## config.mk

```make
export PLATFORM = sky130hd
export DESIGN_NAME = mips_core
export DESIGN_NICKNAME = d
export VERILOG_FILES = /design/src/mips_pkg.sv /design/src/decode.sv /design/src/regfile.sv /design/src/alu.sv /design/src/hazard_unit.sv /design/src/mips_core.sv
export SDC_FILE = /design/constraint.sdc
export NUM_CORES = 2
export LEC_CHECK = 0
export ABC_AREA = 1
export BUFFER_PORTS_ARGS = -buffer_cell sky130_fd_sc_hd__buf_2
export CAP_MARGIN = 20
export CORE_ASPECT_RATIO = 0.9
export CORE_MARGIN = 8
export CORE_UTILIZATION = 50
export CTS_BUF_LIST = sky130_fd_sc_hd__clkbuf_4
export CTS_CLUSTER_SIZE = 40
export DETAILED_ROUTE_END_ITERATION = 10
export MAX_ROUTING_LAYER = met4
export PLACE_DENSITY = 0.63
export SLEW_MARGIN = 5
export SYNTH_ARGS = -nofsm -noshare
export SYNTH_HDL_FRONTEND = slang
export SYNTH_HIERARCHICAL = 1
export SYNTH_SLANG_ARGS = --single-unit
```

## constraint.sdc

```tcl
create_clock -name clk -period 11.3 [get_ports clk]
set_input_delay 1.695 -clock clk [delete_from_list [all_inputs] [get_ports clk]]
set_output_delay 1.695 -clock clk [all_outputs]
set_load 0.01 [all_outputs]
```

## src/mips_pkg.sv

```systemverilog
// MIPS core shared definitions
`default_nettype none

package mips_pkg;

    // primary opcodes
    localparam logic [5:0] OP_RTYPE = 6'h00;
    localparam logic [5:0] OP_J     = 6'h02;
    localparam logic [5:0] OP_BEQ   = 6'h04;
    localparam logic [5:0] OP_ADDIU = 6'h09;
    localparam logic [5:0] OP_LW    = 6'h23;
    localparam logic [5:0] OP_SW    = 6'h2b;

    // function codes of R-type
    localparam logic [5:0] FN_ADDU = 6'h21;
    localparam logic [5:0] FN_SUBU = 6'h23;
    localparam logic [5:0] FN_AND  = 6'h24;
    localparam logic [5:0] FN_OR   = 6'h25;
    localparam logic [5:0] FN_SLT  = 6'h2a;

    typedef enum logic [2:0] {
        ALU_ADD = 3'd0,
        ALU_SUB = 3'd1,
        ALU_AND = 3'd2,
        ALU_OR  = 3'd3,
        ALU_SLT = 3'd4
    } alu_op_t;

    // one instruction word, three formats
    typedef union packed {
        struct packed {
            logic [5:0] op;
            logic [4:0] rs;
            logic [4:0] rt;
            logic [4:0] rd;
            logic [4:0] shamt;
            logic [5:0] funct;
        } r;
        struct packed {
            logic [5:0]  op;
            logic [4:0]  rs;
            logic [4:0]  rt;
            logic [15:0] imm16;
        } i;
        struct packed {
            logic [5:0]  op;
            logic [25:0] target26;
        } j;
    } instr_t;

    localparam int unsigned IMEM_WORDS = 64;
    localparam int unsigned DMEM_WORDS = 64;
    localparam logic [31:0] RESET_PC   = 32'h0000_0000;

    // operand forward selects
    localparam logic [1:0] FWD_NONE = 2'd0;
    localparam logic [1:0] FWD_MEM  = 2'd1;
    localparam logic [1:0] FWD_WB   = 2'd2;

endpackage

`default_nettype wire

```

## src/decode.sv

```systemverilog
// Instruction decoder
`default_nettype none

module decode (
    input  wire mips_pkg::instr_t  instr_i,
    output logic [4:0]             rs_o,
    output logic [4:0]             rt_o,
    output logic [4:0]             rd_o,
    output logic [31:0]            imm_o,
    output mips_pkg::alu_op_t      alu_op_o,
    output logic                   alu_imm_o,
    output logic                   reg_wr_o,
    output logic                   mem_read_o,
    output logic                   mem_wr_o,
    output logic                   branch_o,
    output logic                   jump_o,
    output logic [25:0]            jump_target_o
);
    import mips_pkg::*;

    always_comb begin
        rs_o          = instr_i.i.rs;
        rt_o          = instr_i.i.rt;
        rd_o          = instr_i.i.rt;
        imm_o         = {{16{instr_i.i.imm16[15]}}, instr_i.i.imm16};
        jump_target_o = instr_i.j.target26;
        alu_op_o      = ALU_ADD;
        alu_imm_o     = 1'b0;
        reg_wr_o      = 1'b0;
        mem_read_o    = 1'b0;
        mem_wr_o      = 1'b0;
        branch_o      = 1'b0;
        jump_o        = 1'b0;
        case (instr_i.r.op)
            OP_RTYPE: begin
                rd_o     = instr_i.r.rd;
                reg_wr_o = 1'b1;
                case (instr_i.r.funct)
                    FN_ADDU: alu_op_o = ALU_ADD;
                    FN_SUBU: alu_op_o = ALU_SUB;
                    FN_AND:  alu_op_o = ALU_AND;
                    FN_OR:   alu_op_o = ALU_OR;
                    FN_SLT:  alu_op_o = ALU_SLT;
                    // unknown function acts as a nop
                    default: reg_wr_o = 1'b0;
                endcase
            end
            OP_ADDIU: begin
                alu_imm_o = 1'b1;
                reg_wr_o  = 1'b1;
            end
            OP_LW: begin
                alu_imm_o  = 1'b1;
                reg_wr_o   = 1'b1;
                mem_read_o = 1'b1;
            end
            OP_SW: begin
                alu_imm_o = 1'b1;
                mem_wr_o  = 1'b1;
            end
            OP_BEQ: begin
                alu_op_o = ALU_SUB;
                branch_o = 1'b1;
            end
            OP_J: begin
                // no sources, so a jump never waits on a load
                rs_o   = 5'd0;
                rt_o   = 5'd0;
                jump_o = 1'b1;
            end
            default: ;
        endcase
    end

endmodule

`default_nettype wire

```

## src/regfile.sv

```systemverilog
// Register file
`default_nettype none

module regfile (
    input  wire         clk,
    input  wire         reset_i,
    input  wire         we_i,
    input  wire  [4:0]  waddr_i,
    input  wire  [31:0] wdata_i,
    input  wire  [4:0]  raddr_a_i,
    input  wire  [4:0]  raddr_b_i,
    output logic [31:0] rdata_a_o,
    output logic [31:0] rdata_b_o
);

    logic [31:0] regs [32];

    always_ff @(posedge clk) begin
        if (reset_i) begin
            for (int i = 0; i < 32; i++) begin
                regs[i] <= '0;
            end
        end else if (we_i) begin
            regs[waddr_i] <= wdata_i;
        end
    end

    // r0 is hardwired, a same-cycle write is passed through
    assign rdata_a_o = (raddr_a_i == 5'd0) ? 32'd0 :
                       (we_i && waddr_i == raddr_a_i) ? wdata_i : regs[raddr_a_i];
    assign rdata_b_o = (raddr_b_i == 5'd0) ? 32'd0 :
                       (we_i && waddr_i == raddr_b_i) ? wdata_i : regs[raddr_b_i];

endmodule

`default_nettype wire

```

## src/alu.sv

```systemverilog
// Integer ALU
`default_nettype none

module alu (
    input  wire  [31:0]             a_i,
    input  wire  [31:0]             b_i,
    input  wire  mips_pkg::alu_op_t op_i,
    output logic [31:0]             result_o,
    output logic                    zero_o
);
    import mips_pkg::*;

    always_comb begin
        case (op_i)
            ALU_ADD: result_o = a_i + b_i;
            ALU_SUB: result_o = a_i - b_i;
            ALU_AND: result_o = a_i & b_i;
            ALU_OR:  result_o = a_i | b_i;
            // signed compare
            ALU_SLT: result_o = {31'd0, $signed(a_i) < $signed(b_i)};
            default: result_o = '0;
        endcase
    end

    // beq takes the branch when rs - rt is zero
    assign zero_o = (result_o == 32'd0);

endmodule

`default_nettype wire

```

## src/hazard_unit.sv

```systemverilog
// Pipeline hazard control
`default_nettype none

module hazard_unit (
    input  wire  [4:0] ex_rs_i,
    input  wire  [4:0] ex_rt_i,
    input  wire        ex_mem_read_i,
    input  wire  [4:0] ex_rd_i,
    input  wire  [4:0] iss_rs_i,
    input  wire  [4:0] iss_rt_i,
    input  wire  [4:0] mem_rd_i,
    input  wire        mem_reg_wr_i,
    input  wire  [4:0] wb_rd_i,
    input  wire        wb_reg_wr_i,
    input  wire        branch_taken_i,
    input  wire        jump_i,
    output logic       stall_o,
    output logic       flush_iss_o,
    output logic       flush_ex_o,
    output logic [1:0] fwd_a_o,
    output logic [1:0] fwd_b_o
);
    import mips_pkg::*;

    logic load_use;

    // memory stage is younger, so it wins over writeback
    function automatic logic [1:0] fwd_sel(input logic [4:0] src);
        if (mem_reg_wr_i && mem_rd_i != 5'd0 && mem_rd_i == src) begin
            return FWD_MEM;
        end else if (wb_reg_wr_i && wb_rd_i != 5'd0 && wb_rd_i == src) begin
            return FWD_WB;
        end
        return FWD_NONE;
    endfunction

    assign load_use = ex_mem_read_i && (ex_rd_i != 5'd0) &&
                      (ex_rd_i == iss_rs_i || ex_rd_i == iss_rt_i);

    // a load and a taken branch never share the execute stage
    assign stall_o     = load_use;
    assign flush_iss_o = branch_taken_i | jump_i;
    assign flush_ex_o  = branch_taken_i;

    assign fwd_a_o = fwd_sel(ex_rs_i);
    assign fwd_b_o = fwd_sel(ex_rt_i);

endmodule

`default_nettype wire

```

## src/mips_core.sv

```systemverilog
// Five-stage pipelined core
`default_nettype none

module mips_core (
    input  wire                    clk,
    input  wire                    reset_i,
    output logic [31:0]            imem_addr_o,
    input  wire mips_pkg::instr_t  imem_data_i,
    output logic [31:0]            dmem_addr_o,
    output logic [31:0]            dmem_wdata_o,
    output logic                   dmem_we_o,
    input  wire  [31:0]            dmem_rdata_i,
    output logic                   wb_en_o,
    output logic [4:0]             wb_reg_o,
    output logic [31:0]            wb_data_o
);
    import mips_pkg::*;

    logic [31:0] pc, pc_plus4, pc_next, jump_pc, branch_pc;
    logic        stall, flush_iss, flush_ex, iss_jump, branch_taken;
    logic [1:0]  fwd_a, fwd_b;

    // fetch/issue
    logic        iss_valid;
    logic [31:0] iss_pc4;
    instr_t      iss_instr;
    logic [4:0]  dec_rs, dec_rt, dec_rd;
    logic [31:0] dec_imm, rf_a, rf_b;
    alu_op_t     dec_alu_op;
    logic        dec_alu_imm, dec_reg_wr, dec_mem_read, dec_mem_wr, dec_branch, dec_jump;
    logic [25:0] dec_target;

    // issue/execute
    logic        ex_valid, ex_reg_wr, ex_mem_read, ex_mem_wr, ex_branch, ex_alu_imm;
    alu_op_t     ex_alu_op;
    logic [4:0]  ex_rs, ex_rt, ex_rd;
    logic [31:0] ex_a, ex_b, ex_imm, ex_pc4;
    logic [31:0] opnd_a, opnd_b, alu_b, alu_res;
    logic        alu_zero;

    // execute/memory and memory/writeback
    logic        mem_valid, mem_reg_wr, mem_mem_read, mem_mem_wr;
    logic [4:0]  mem_rd;
    logic [31:0] mem_alu, mem_store;
    logic        wb_valid, wb_reg_wr;
    logic [4:0]  wb_rd;
    logic [31:0] wb_data;

    // fetch
    assign pc_plus4    = pc + 32'd4;
    assign jump_pc     = {iss_pc4[31:28], dec_target, 2'b00};
    assign pc_next     = branch_taken ? branch_pc : iss_jump ? jump_pc : pc_plus4;
    assign imem_addr_o = pc;

    always_ff @(posedge clk) begin
        if (reset_i) begin
            pc <= RESET_PC;
        end else if (!stall) begin
            pc <= pc_next;
        end
    end

    always_ff @(posedge clk) begin
        if (reset_i || flush_iss) begin
            iss_valid <= 1'b0;
        end else if (!stall) begin
            iss_valid <= 1'b1;
        end
    end

    always_ff @(posedge clk) begin
        if (!stall) begin
            iss_pc4   <= pc_plus4;
            iss_instr <= imem_data_i;
        end
    end

    // issue
    decode u_decode (
        .instr_i       (iss_instr),
        .rs_o          (dec_rs),
        .rt_o          (dec_rt),
        .rd_o          (dec_rd),
        .imm_o         (dec_imm),
        .alu_op_o      (dec_alu_op),
        .alu_imm_o     (dec_alu_imm),
        .reg_wr_o      (dec_reg_wr),
        .mem_read_o    (dec_mem_read),
        .mem_wr_o      (dec_mem_wr),
        .branch_o      (dec_branch),
        .jump_o        (dec_jump),
        .jump_target_o (dec_target)
    );

    regfile u_regfile (
        .clk       (clk),
        .reset_i   (reset_i),
        .we_i      (wb_en_o),
        .waddr_i   (wb_rd),
        .wdata_i   (wb_data),
        .raddr_a_i (dec_rs),
        .raddr_b_i (dec_rt),
        .rdata_a_o (rf_a),
        .rdata_b_o (rf_b)
    );

    assign iss_jump = iss_valid & dec_jump;

    // a stall leaves a bubble behind in execute
    always_ff @(posedge clk) begin
        if (reset_i || flush_ex || stall) begin
            ex_valid    <= 1'b0;
            ex_reg_wr   <= 1'b0;
            ex_mem_read <= 1'b0;
            ex_mem_wr   <= 1'b0;
            ex_branch   <= 1'b0;
        end else begin
            ex_valid    <= iss_valid;
            ex_reg_wr   <= dec_reg_wr;
            ex_mem_read <= dec_mem_read;
            ex_mem_wr   <= dec_mem_wr;
            ex_branch   <= dec_branch;
        end
    end

    always_ff @(posedge clk) begin
        ex_alu_op  <= dec_alu_op;
        ex_alu_imm <= dec_alu_imm;
        ex_rs      <= dec_rs;
        ex_rt      <= dec_rt;
        ex_rd      <= dec_rd;
        ex_a       <= rf_a;
        ex_b       <= rf_b;
        ex_imm     <= dec_imm;
        ex_pc4     <= iss_pc4;
    end

    // execute
    assign opnd_a = (fwd_a == FWD_MEM) ? mem_alu : (fwd_a == FWD_WB) ? wb_data : ex_a;
    assign opnd_b = (fwd_b == FWD_MEM) ? mem_alu : (fwd_b == FWD_WB) ? wb_data : ex_b;
    assign alu_b  = ex_alu_imm ? ex_imm : opnd_b;

    alu u_alu (
        .a_i      (opnd_a),
        .b_i      (alu_b),
        .op_i     (ex_alu_op),
        .result_o (alu_res),
        .zero_o   (alu_zero)
    );

    assign branch_pc    = ex_pc4 + {ex_imm[29:0], 2'b00};
    assign branch_taken = ex_valid & ex_branch & alu_zero;

    always_ff @(posedge clk) begin
        if (reset_i) begin
            mem_valid    <= 1'b0;
            mem_reg_wr   <= 1'b0;
            mem_mem_read <= 1'b0;
            mem_mem_wr   <= 1'b0;
        end else begin
            mem_valid    <= ex_valid;
            mem_reg_wr   <= ex_reg_wr;
            mem_mem_read <= ex_mem_read;
            mem_mem_wr   <= ex_mem_wr;
        end
    end

    always_ff @(posedge clk) begin
        mem_rd    <= ex_rd;
        mem_alu   <= alu_res;
        mem_store <= opnd_b;
    end

    // memory
    assign dmem_addr_o  = mem_alu;
    assign dmem_wdata_o = mem_store;
    assign dmem_we_o    = mem_valid & mem_mem_wr;

    always_ff @(posedge clk) begin
        if (reset_i) begin
            wb_valid  <= 1'b0;
            wb_reg_wr <= 1'b0;
        end else begin
            wb_valid  <= mem_valid;
            wb_reg_wr <= mem_reg_wr;
        end
    end

    always_ff @(posedge clk) begin
        wb_rd   <= mem_rd;
        wb_data <= mem_mem_read ? dmem_rdata_i : mem_alu;
    end

    // writeback, r0 never written
    assign wb_en_o   = wb_valid & wb_reg_wr & (wb_rd != 5'd0);
    assign wb_reg_o  = wb_rd;
    assign wb_data_o = wb_data;

    hazard_unit u_hazard_unit (
        .ex_rs_i        (ex_rs),
        .ex_rt_i        (ex_rt),
        .ex_mem_read_i  (ex_valid & ex_mem_read),
        .ex_rd_i        (ex_rd),
        .iss_rs_i       (dec_rs),
        .iss_rt_i       (dec_rt),
        .mem_rd_i       (mem_rd),
        .mem_reg_wr_i   (mem_valid & mem_reg_wr),
        .wb_rd_i        (wb_rd),
        .wb_reg_wr_i    (wb_en_o),
        .branch_taken_i (branch_taken),
        .jump_i         (iss_jump),
        .stall_o        (stall),
        .flush_iss_o    (flush_iss),
        .flush_ex_o     (flush_ex),
        .fwd_a_o        (fwd_a),
        .fwd_b_o        (fwd_b)
    );

endmodule

`default_nettype wire

```

After elaboration in Yosys (flattened, before gate mapping)
Memories as Yosys holds them, arrays and structs flattened.
Cells that the tools add are included.
{"block": "word_totals", "in_bits": 66, "out_inout_bits": 135, "memories": 1, "ram_bits": 1024, "regBits": 345}
{"block": "op_classes", "n_reduce_logical": 26, "bitwise": 11, "muxes": 41, "n_addsub": 4, "order_cmp": 1, "eq_ne": 26}
{"memory": "u_regfile.regs", "depth": 32, "word_bits": 32, "rd": 2, "rd_ports_with_merged_regs": 0, "wr": 32, "line_no": "regfile.sv:16", "text": "logic [31:0] regs [32];"}
{"cell": "two-way mux 32 bit", "count": 11}
{"cell": "case mux 32 bit (5 select lines)", "count": 1}
{"cell": "adder 32 bit", "count": 2}
{"cell": "equality test 6 bit, second input constant", "count": 7}
{"cell": "equality test 5 bit", "count": 8}
{"cell": "adder 32 x 3 -> 32 bit, second input constant", "count": 1}
{"cell": "bitwise AND 32 bit", "count": 1}
{"cell": "logical NOT 32 bit", "count": 1}
{"cell": "less-than comparator 32 bit", "count": 1}
{"cell": "bitwise OR 32 bit", "count": 1}
{"cell": "OR reduction 32 bit", "count": 1}
{"cell": "subtractor 32 bit", "count": 1}
{"cell": "two-way mux 5 bit", "count": 4}
{"cell": "two-way mux 1 bit", "count": 16}
{"cell": "nonzero test 5 bit", "count": 3}
{"cell": "two-way mux 2 bit", "count": 6}
{"cell": "case mux 3 bit (4 select lines)", "count": 1}
{"cell": "logical AND 1 bit", "count": 10}
{"cell": "logical NOT 5 bit", "count": 2}
{"cell": "bitwise AND 1 bit", "count": 8}
{"cell": "equality test 3 x 2 -> 1 bit, second input constant", "count": 2}
{"cell": "equality test 6 x 2 -> 1 bit, second input constant", "count": 1}
{"cell": "equality test 6 x 3 -> 1 bit, second input constant", "count": 1}
{"cell": "equality test 6 x 4 -> 1 bit, second input constant", "count": 1}
{"cell": "13 further kinds", "count": 18}

Logic depth before layout (Yosys ltp)
{"block": "logic_depth", "depth_word": 17, "depth_mapped": 44, "mapped_depth_nobuf": 41}

Hierarchy
The synthesis kept the hierarchy.
{"module": "regfile", "n_inst": 1, "cells_each": 7463, "area_per_inst_um2": 58304.7, "seq_area_each_um2": 30749.5}
{"module": "mips_core", "n_inst": 1, "cells_each": 1714, "area_per_inst_um2": 14111.0, "seq_area_each_um2": 7867.5}
{"module": "alu", "n_inst": 1, "cells_each": 1344, "area_per_inst_um2": 6616.3, "seq_area_each_um2": 0.0}
{"module": "decode", "n_inst": 1, "cells_each": 148, "area_per_inst_um2": 860.8, "seq_area_each_um2": 0.0}
{"module": "hazard_unit", "n_inst": 1, "cells_each": 121, "area_per_inst_um2": 563.0, "seq_area_each_um2": 0.0}

Worst setup path before layout
No wires, ideal clock.
{"block": "synth_path", "path_type": "register to register", "startpoint": "reg wb_rd[3] (netlist: wb_reg_o[3])", "endpoint": "reg ex_branch", "t_required_ps": 11184, "synth_period_minus_slack_ps": 5080, "path_stages_with_launch": 38, "t_arrival_ps": 4964, "slack_ps": 6220, "path_buffers": 3, "path_cell_list": "dfxtp_1 or3_1 o311ai_0 inv_1 nand2_1 nor2_1 nand2_1 nor2_1 inv_1 nand2_1 clkbuf_1 o21ai_0 inv_1 fa_1 inv_1 nand2_1 nand3_1 nand2_1 [... 2 more ...] nand2_1 nand2_1 nand2_1 nand2_1 nand3_1 nand2_1 nand2_1 nand3_1 nor2_1 nand2_1 nor2_1 nand2_1 nor2_2 clkbuf_1 buf_4 nor2_1 nand2_1 nor2_1"}
{"element": "from (decl)", "line_no": "mips_core.sv:46", "text": "logic [4:0] wb_rd;"}
{"element": "from (signal assigned)", "line_no": "mips_core.sv:190", "text": "wb_rd <= mem_rd;"}
{"element": "nonzero test 5 bit (*)", "line_no": "mips_core.sv:195", "text": "assign wb_en_o = wb_valid & wb_reg_wr & (wb_rd != 5'd0);"}
{"element": "bitwise AND 1 bit (*)", "line_no": "mips_core.sv:195"}
{"element": "named net wb_en_o", "line_no": "mips_core.sv:13", "text": "output logic wb_en_o,"}
{"element": "logical AND 1 bit (*) (2 in a row)", "line_no": "hazard_unit.sv:31", "text": "end else if (wb_reg_wr_i && wb_rd_i != 5'd0 && wb_rd_i == src) begin"}
{"element": "two-way mux 1 bit (*)", "line_no": "hazard_unit.sv:31"}
{"element": "two-way mux 1 bit (*)", "line_no": "hazard_unit.sv:29", "text": "if (mem_reg_wr_i && mem_rd_i != 5'd0 && mem_rd_i == src) begin"}
{"element": "two-way mux 2 bit (*)", "line_no": "hazard_unit.sv:34", "text": "return FWD_NONE;"}
{"element": "named net fwd_a[1]", "line_no": "mips_core.sv:21", "text": "logic [1:0] fwd_a, fwd_b;"}
{"element": "[... 3 more ...]"}
{"element": "named net opnd_a[1]", "line_no": "mips_core.sv:38", "text": "logic [31:0] opnd_a, opnd_b, alu_b, alu_res;"}
{"element": "subtractor 32 bit (tied with other cells)", "line_no": "alu.sv:16", "text": "ALU_SUB: result_o = a_i - b_i;"}
{"element": "case mux 32 bit (5 select lines) (*)", "line_no": "alu.sv:14", "text": "case (op_i)"}
{"element": "logical NOT 32 bit (*)", "line_no": "alu.sv:26", "text": "assign zero_o = (result_o == 32'd0);"}
{"element": "named net alu_zero", "line_no": "mips_core.sv:39", "text": "logic alu_zero;"}
{"element": "bitwise AND 1 bit (*)", "line_no": "mips_core.sv:152", "text": "assign branch_taken = ex_valid & ex_branch & alu_zero;"}
{"element": "named net branch_taken", "line_no": "mips_core.sv:20", "text": "logic stall, flush_iss, flush_ex, iss_jump, branch_taken;"}
{"element": "logical OR 1 bit (*) (2 in a row)", "line_no": "mips_core.sv:111", "text": "if (reset_i || flush_ex || stall) begin"}
{"element": "to (signal assigned)", "line_no": "mips_core.sv:122", "text": "ex_branch <= dec_branch;"}
{"element": "to (decl)", "line_no": "mips_core.sv:34", "text": "logic ex_valid, ex_reg_wr, ex_mem_read, ex_mem_wr, ex_branch, ex_alu_imm;"}
Mark *: on every way through the listed nets, which the timed path passes. The rest lies on a longest branch.
A chain may end at the register's enable or synchronous reset.

Worst setup path after layout
{"block": "layout_path", "startpoint": "reg wb_rd[1] (netlist: wb_reg_o[1])", "endpoint": "reg pc[6] (netlist: imem_addr_o[6])"}
{"block": "layout_between", "elab_chain_cells": 16}
{"element": "nonzero test 5 bit", "line_no": "hazard_unit.sv:31, mips_core.sv:195"}
{"element": "bitwise AND 1 bit", "line_no": "mips_core.sv:195"}
{"element": "logical AND 1 bit", "line_no": "hazard_unit.sv:31"}
{"element": "logical AND 1 bit (*)", "line_no": "hazard_unit.sv:31"}
{"element": "two-way mux 1 bit (*)", "line_no": "hazard_unit.sv:31"}
{"element": "two-way mux 1 bit (*)", "line_no": "hazard_unit.sv:29"}
{"element": "two-way mux 2 bit (*)", "line_no": "hazard_unit.sv:34"}
{"element": "named net fwd_b[1]", "line_no": "mips_core.sv:21"}
{"element": "[... 3 more ...]"}
{"element": "named net opnd_b[0]", "line_no": "mips_core.sv:38"}
{"element": "[... 1 more ...]"}
{"element": "named net alu_b[0]", "line_no": "mips_core.sv:38"}
{"element": "subtractor 32 bit / adder 32 bit (equally long branches)", "line_no": "alu.sv:16, alu.sv:15"}
{"element": "case mux 32 bit (5 select lines) (*)", "line_no": "alu.sv:14"}
{"element": "named net alu_res[30]", "line_no": "mips_core.sv:38"}
{"element": "logical NOT 32 bit (*)", "line_no": "alu.sv:26"}
{"element": "named net alu_zero", "line_no": "mips_core.sv:39"}
{"element": "bitwise AND 1 bit (*)", "line_no": "mips_core.sv:152"}
{"element": "two-way mux 32 bit (*)", "line_no": "mips_core.sv:52", "text": "assign pc_next = branch_taken ? branch_pc : iss_jump ? jump_pc : pc_plus4;"}
{"element": "to (signal assigned)", "line_no": "mips_core.sv:59", "text": "pc <= pc_next;"}
{"element": "to (decl)", "line_no": "mips_core.sv:19", "text": "logic [31:0] pc, pc_plus4, pc_next, jump_pc, branch_pc;"}
Marked as above.

==> impl_results.md <==
* Status: finished clean
* H-Tree Depth at 5
* TritonRoute pass-1 iters at 7
* Final Cycle Share at 64.9%
* R2R Setup Slk at 3.97 ns
* Routed Antenna Nets at 0
* Nature of the critical path endpoint: register
* Mapped Area at 0.0805 mm²
* Sw Share at 37.2%
* Antenna violations before repair at 19
* Worst-Margin Slew at 1.11 ns
* Most frequent cells in the layout: 2850 x nand2_1, 1623 x nor2_1, 1256 x nand3_1, 1171 x inv_1, 1088 x edfxtp_1
* Post-layout net count at 11000
* Max clock buf depth at 4
* Power per Cell Area at 164 mW/mm²
* Final Hold Fails at 0
* Most frequent CP cell: nand2_1
* Switching pwr at 5300 µW
* Part of the power in registers at 43.0%
* # resized after CTS at 0
* Rel. slew slack at between 20% and 30%
* Largest net degree at the start of global routing at 162
* Residual DRC at 0
* Peak supply drop at approximately 0.12 mV
* CTS root buf: clkbuf_4
* Vias in the first global route at 72200
* Total of max-cap violations at 0
* Chip width at 439 µm
* Clk pwr share at between 30 and 40%
* First-pass GRT wire length at approximately 470 mm
* Clock slew at reported path FFs at 0.07 ns
* Fin crit period at 7.33 ns
* Worst r2r dst: imem_addr_o[6]
* Worst min path class: register to register
* Commonest non-fill, non-tap cell in the layout: nand2_1
* Max reg flops at 1024
* RD Place Congestion at just under 1
* Slowest cell on crit path: dfxtp_1
* CP required at 12.55 ns
* Final worst slack at 3.97 ns
* Ys async rst share at 0%
* Fmax at between 100 and 150 MHz
* Worst reg2reg startpoint: wb_reg_o[1]
* Gr usage total at 37.2%
* DP Wirelength at 205 mm
* Yosys reg bits at 1385
* Ports at 201
* Worst-Skew Late Latency at 1.42 ns
* EDFF count, synth at 1088
* TritonCTS sink count at 1385
* Seq/Total Area, Yosys at 48.0%
* CTS tree: yes
* Cells after synthesis at about 11000
* Logic gate share of total power at around a quarter
* CP max FO at 64
* Via count at 77400
* Die area at roughly 0.17 mm²
* Avg Vias per Cell at 5.88
* P_leak at 0.0400 µW
* Hold_sp: iss_pc4[6]
* RSZ-0062 raised after global routing: no
* Pre-CTS WS at 4.15 ns
* Worst Setup Start Kind: register
* Syn_area_per_cell at 7.46 µm²
* Post-CTS Hold Buffers at 0
* Rows at about 140
* Synth Flop Type: edfxtp_1
* GR Overflow Total at 0
* Final WL at roughly 330 mm
* Syn Nets at 11000
* Crit Path Class: register to register
* Layout area overhead at 7.93%
* # port buffers at 200
* Setup Buffers After CTS at 0
* Max Slew Vio Count at 0
* Hold Path Stages at 0
* Starting Density at approximately half
* Max stage delay on crit path at approximately 0.63 ns
* Core ar. at 0.160 mm²
* Unique masters post-synth at 53
* Layout cells sized above 1 at 10.4%
* Final setup vio count at 0
* R2R depth at 37
* Hold EP: ex_pc4[6]
* Max Clock Skew at 0.0943 ns
* WP data arrival at 8.58 ns
* Largest reg by FF count: u_regfile/regs
* Cell-internal power at 8930 µW
* Iter 0 DRT Violations at ~11000
* Setup TNS at 0 ns
* Synth warn at 6
* Die Y at 397 µm
* Wire per inst at 25.0 µm
* Num CTS Buffers at 385
==> area by class of cell <==
cell class | instances | area (µm²)
fillers | 15400 | 72800
flip-flops and latches | 1385 | 38600
multi-input cells | 7391 | 33800
inverters | 1218 | 4640
clock buffers | 568 | 4260
well taps | 2115 | 2650
repair buffers | 370 | 2360
clock inverters | 94 | 463
diodes | 18 | 45.0
==> cell usage after synthesis, types with 21 or more instances <==
master,instances,share of area [%]
nor2_2,21,0.16
or2_2,58,0.45
buf_2,187,1.2
nor2_1,1626,7.6
edfxtp_1,1088,41
clkbuf_1,449,2.1
dfxtp_1,297,7.4
a21oi_1,388,2.4
nand3_1,1257,7.8
nand3b_1,32,0.30
buf_4,83,0.77
o22ai_1,28,0.22
o21ai_0,548,3.4
ha_1,135,2.1
o211ai_1,252,2.4
inv_1,1191,5.6
nand2_1,2884,13
buf_1,65,0.30
==> layer usage <==
layer | part of all wire [%] | GRT usage (%)
met5 | 0 | -
met4 | 6.2 | 20.1
met3 | 13 | 10.1
met2 | 42 | 54.0
met1 | 38 | 47.5
==> through the flow <==
step	hold slack [ns]	utilization [%]	total power (µW)	instance area [µm²]	cells
global route	0.352	54.4	14700	86800	13200
floorplan	0.323	-	8080	80500	10800
global placement	0.324	51.4	9600	82000	12500
detailed placement	0.327	51.4	9630	82000	12500
finish	0.330	54.4	14200	86800	13200
CTS	0.338	54.3	14200	86800	13100
==> worst max-delay path, delay by kind of cell, from the launching register on <==
family / cells / cell delay, ns
compound gates: 4 / 0.78
fa+ha+maj: 2 / 0.74
buf+inv: 5 / 1.35
flops: 1 / 0.63
simple gates: 26 / 3.70
==> power by group through the flow <==
stage | combinational [µW] | sequential, µW | clock (µW)
after floorplan | 1960 | 6110 | 0
after global placement | 3370 | 6230 | 0
after detailed placement | 3390 | 6230 | 0
after CTS | 3410 | 6120 | 4650
after global routing | 3710 | 6140 | 4890
final | 3520 | 6120 | 4590
==> how the worst max path moves through the flow <==
stage                      startpoint        endpoint  slack [ns]  depth (start not counted)
after floorplan           wb_reg_o[3]       ex_branch        6.22                         37
after global placement    wb_reg_o[2]  imem_addr_o[6]        4.19                         37
after detailed placement  wb_reg_o[3]  imem_addr_o[6]        4.15                         34
after CTS                 wb_reg_o[2]  imem_addr_o[6]        4.15                         38
after global routing      wb_reg_o[2]  imem_addr_o[9]        3.33                         39
final                     wb_reg_o[1]  imem_addr_o[6]        3.97                         37
==> logic make-up (layout without fill, tap and decap cells) <==
group | count (synthesis) | count (layout) | share of synthesized area (%)
AO/OA/AOI/OAI | 1265 | 1265 | 8.81
XOR/XNOR | 35 | 35 | 0.381
adder cells (fa/ha/maj) | 138 | 138 | 2.17
buffers and inverters | 2014 | 2250 | 10.2
flip-flops | 1385 | 1385 | 48.0
other | 0 | 18 | 0
AND/OR/NAND/NOR | 5953 | 5953 | 30.5
(Power assumes the default switching activity.)
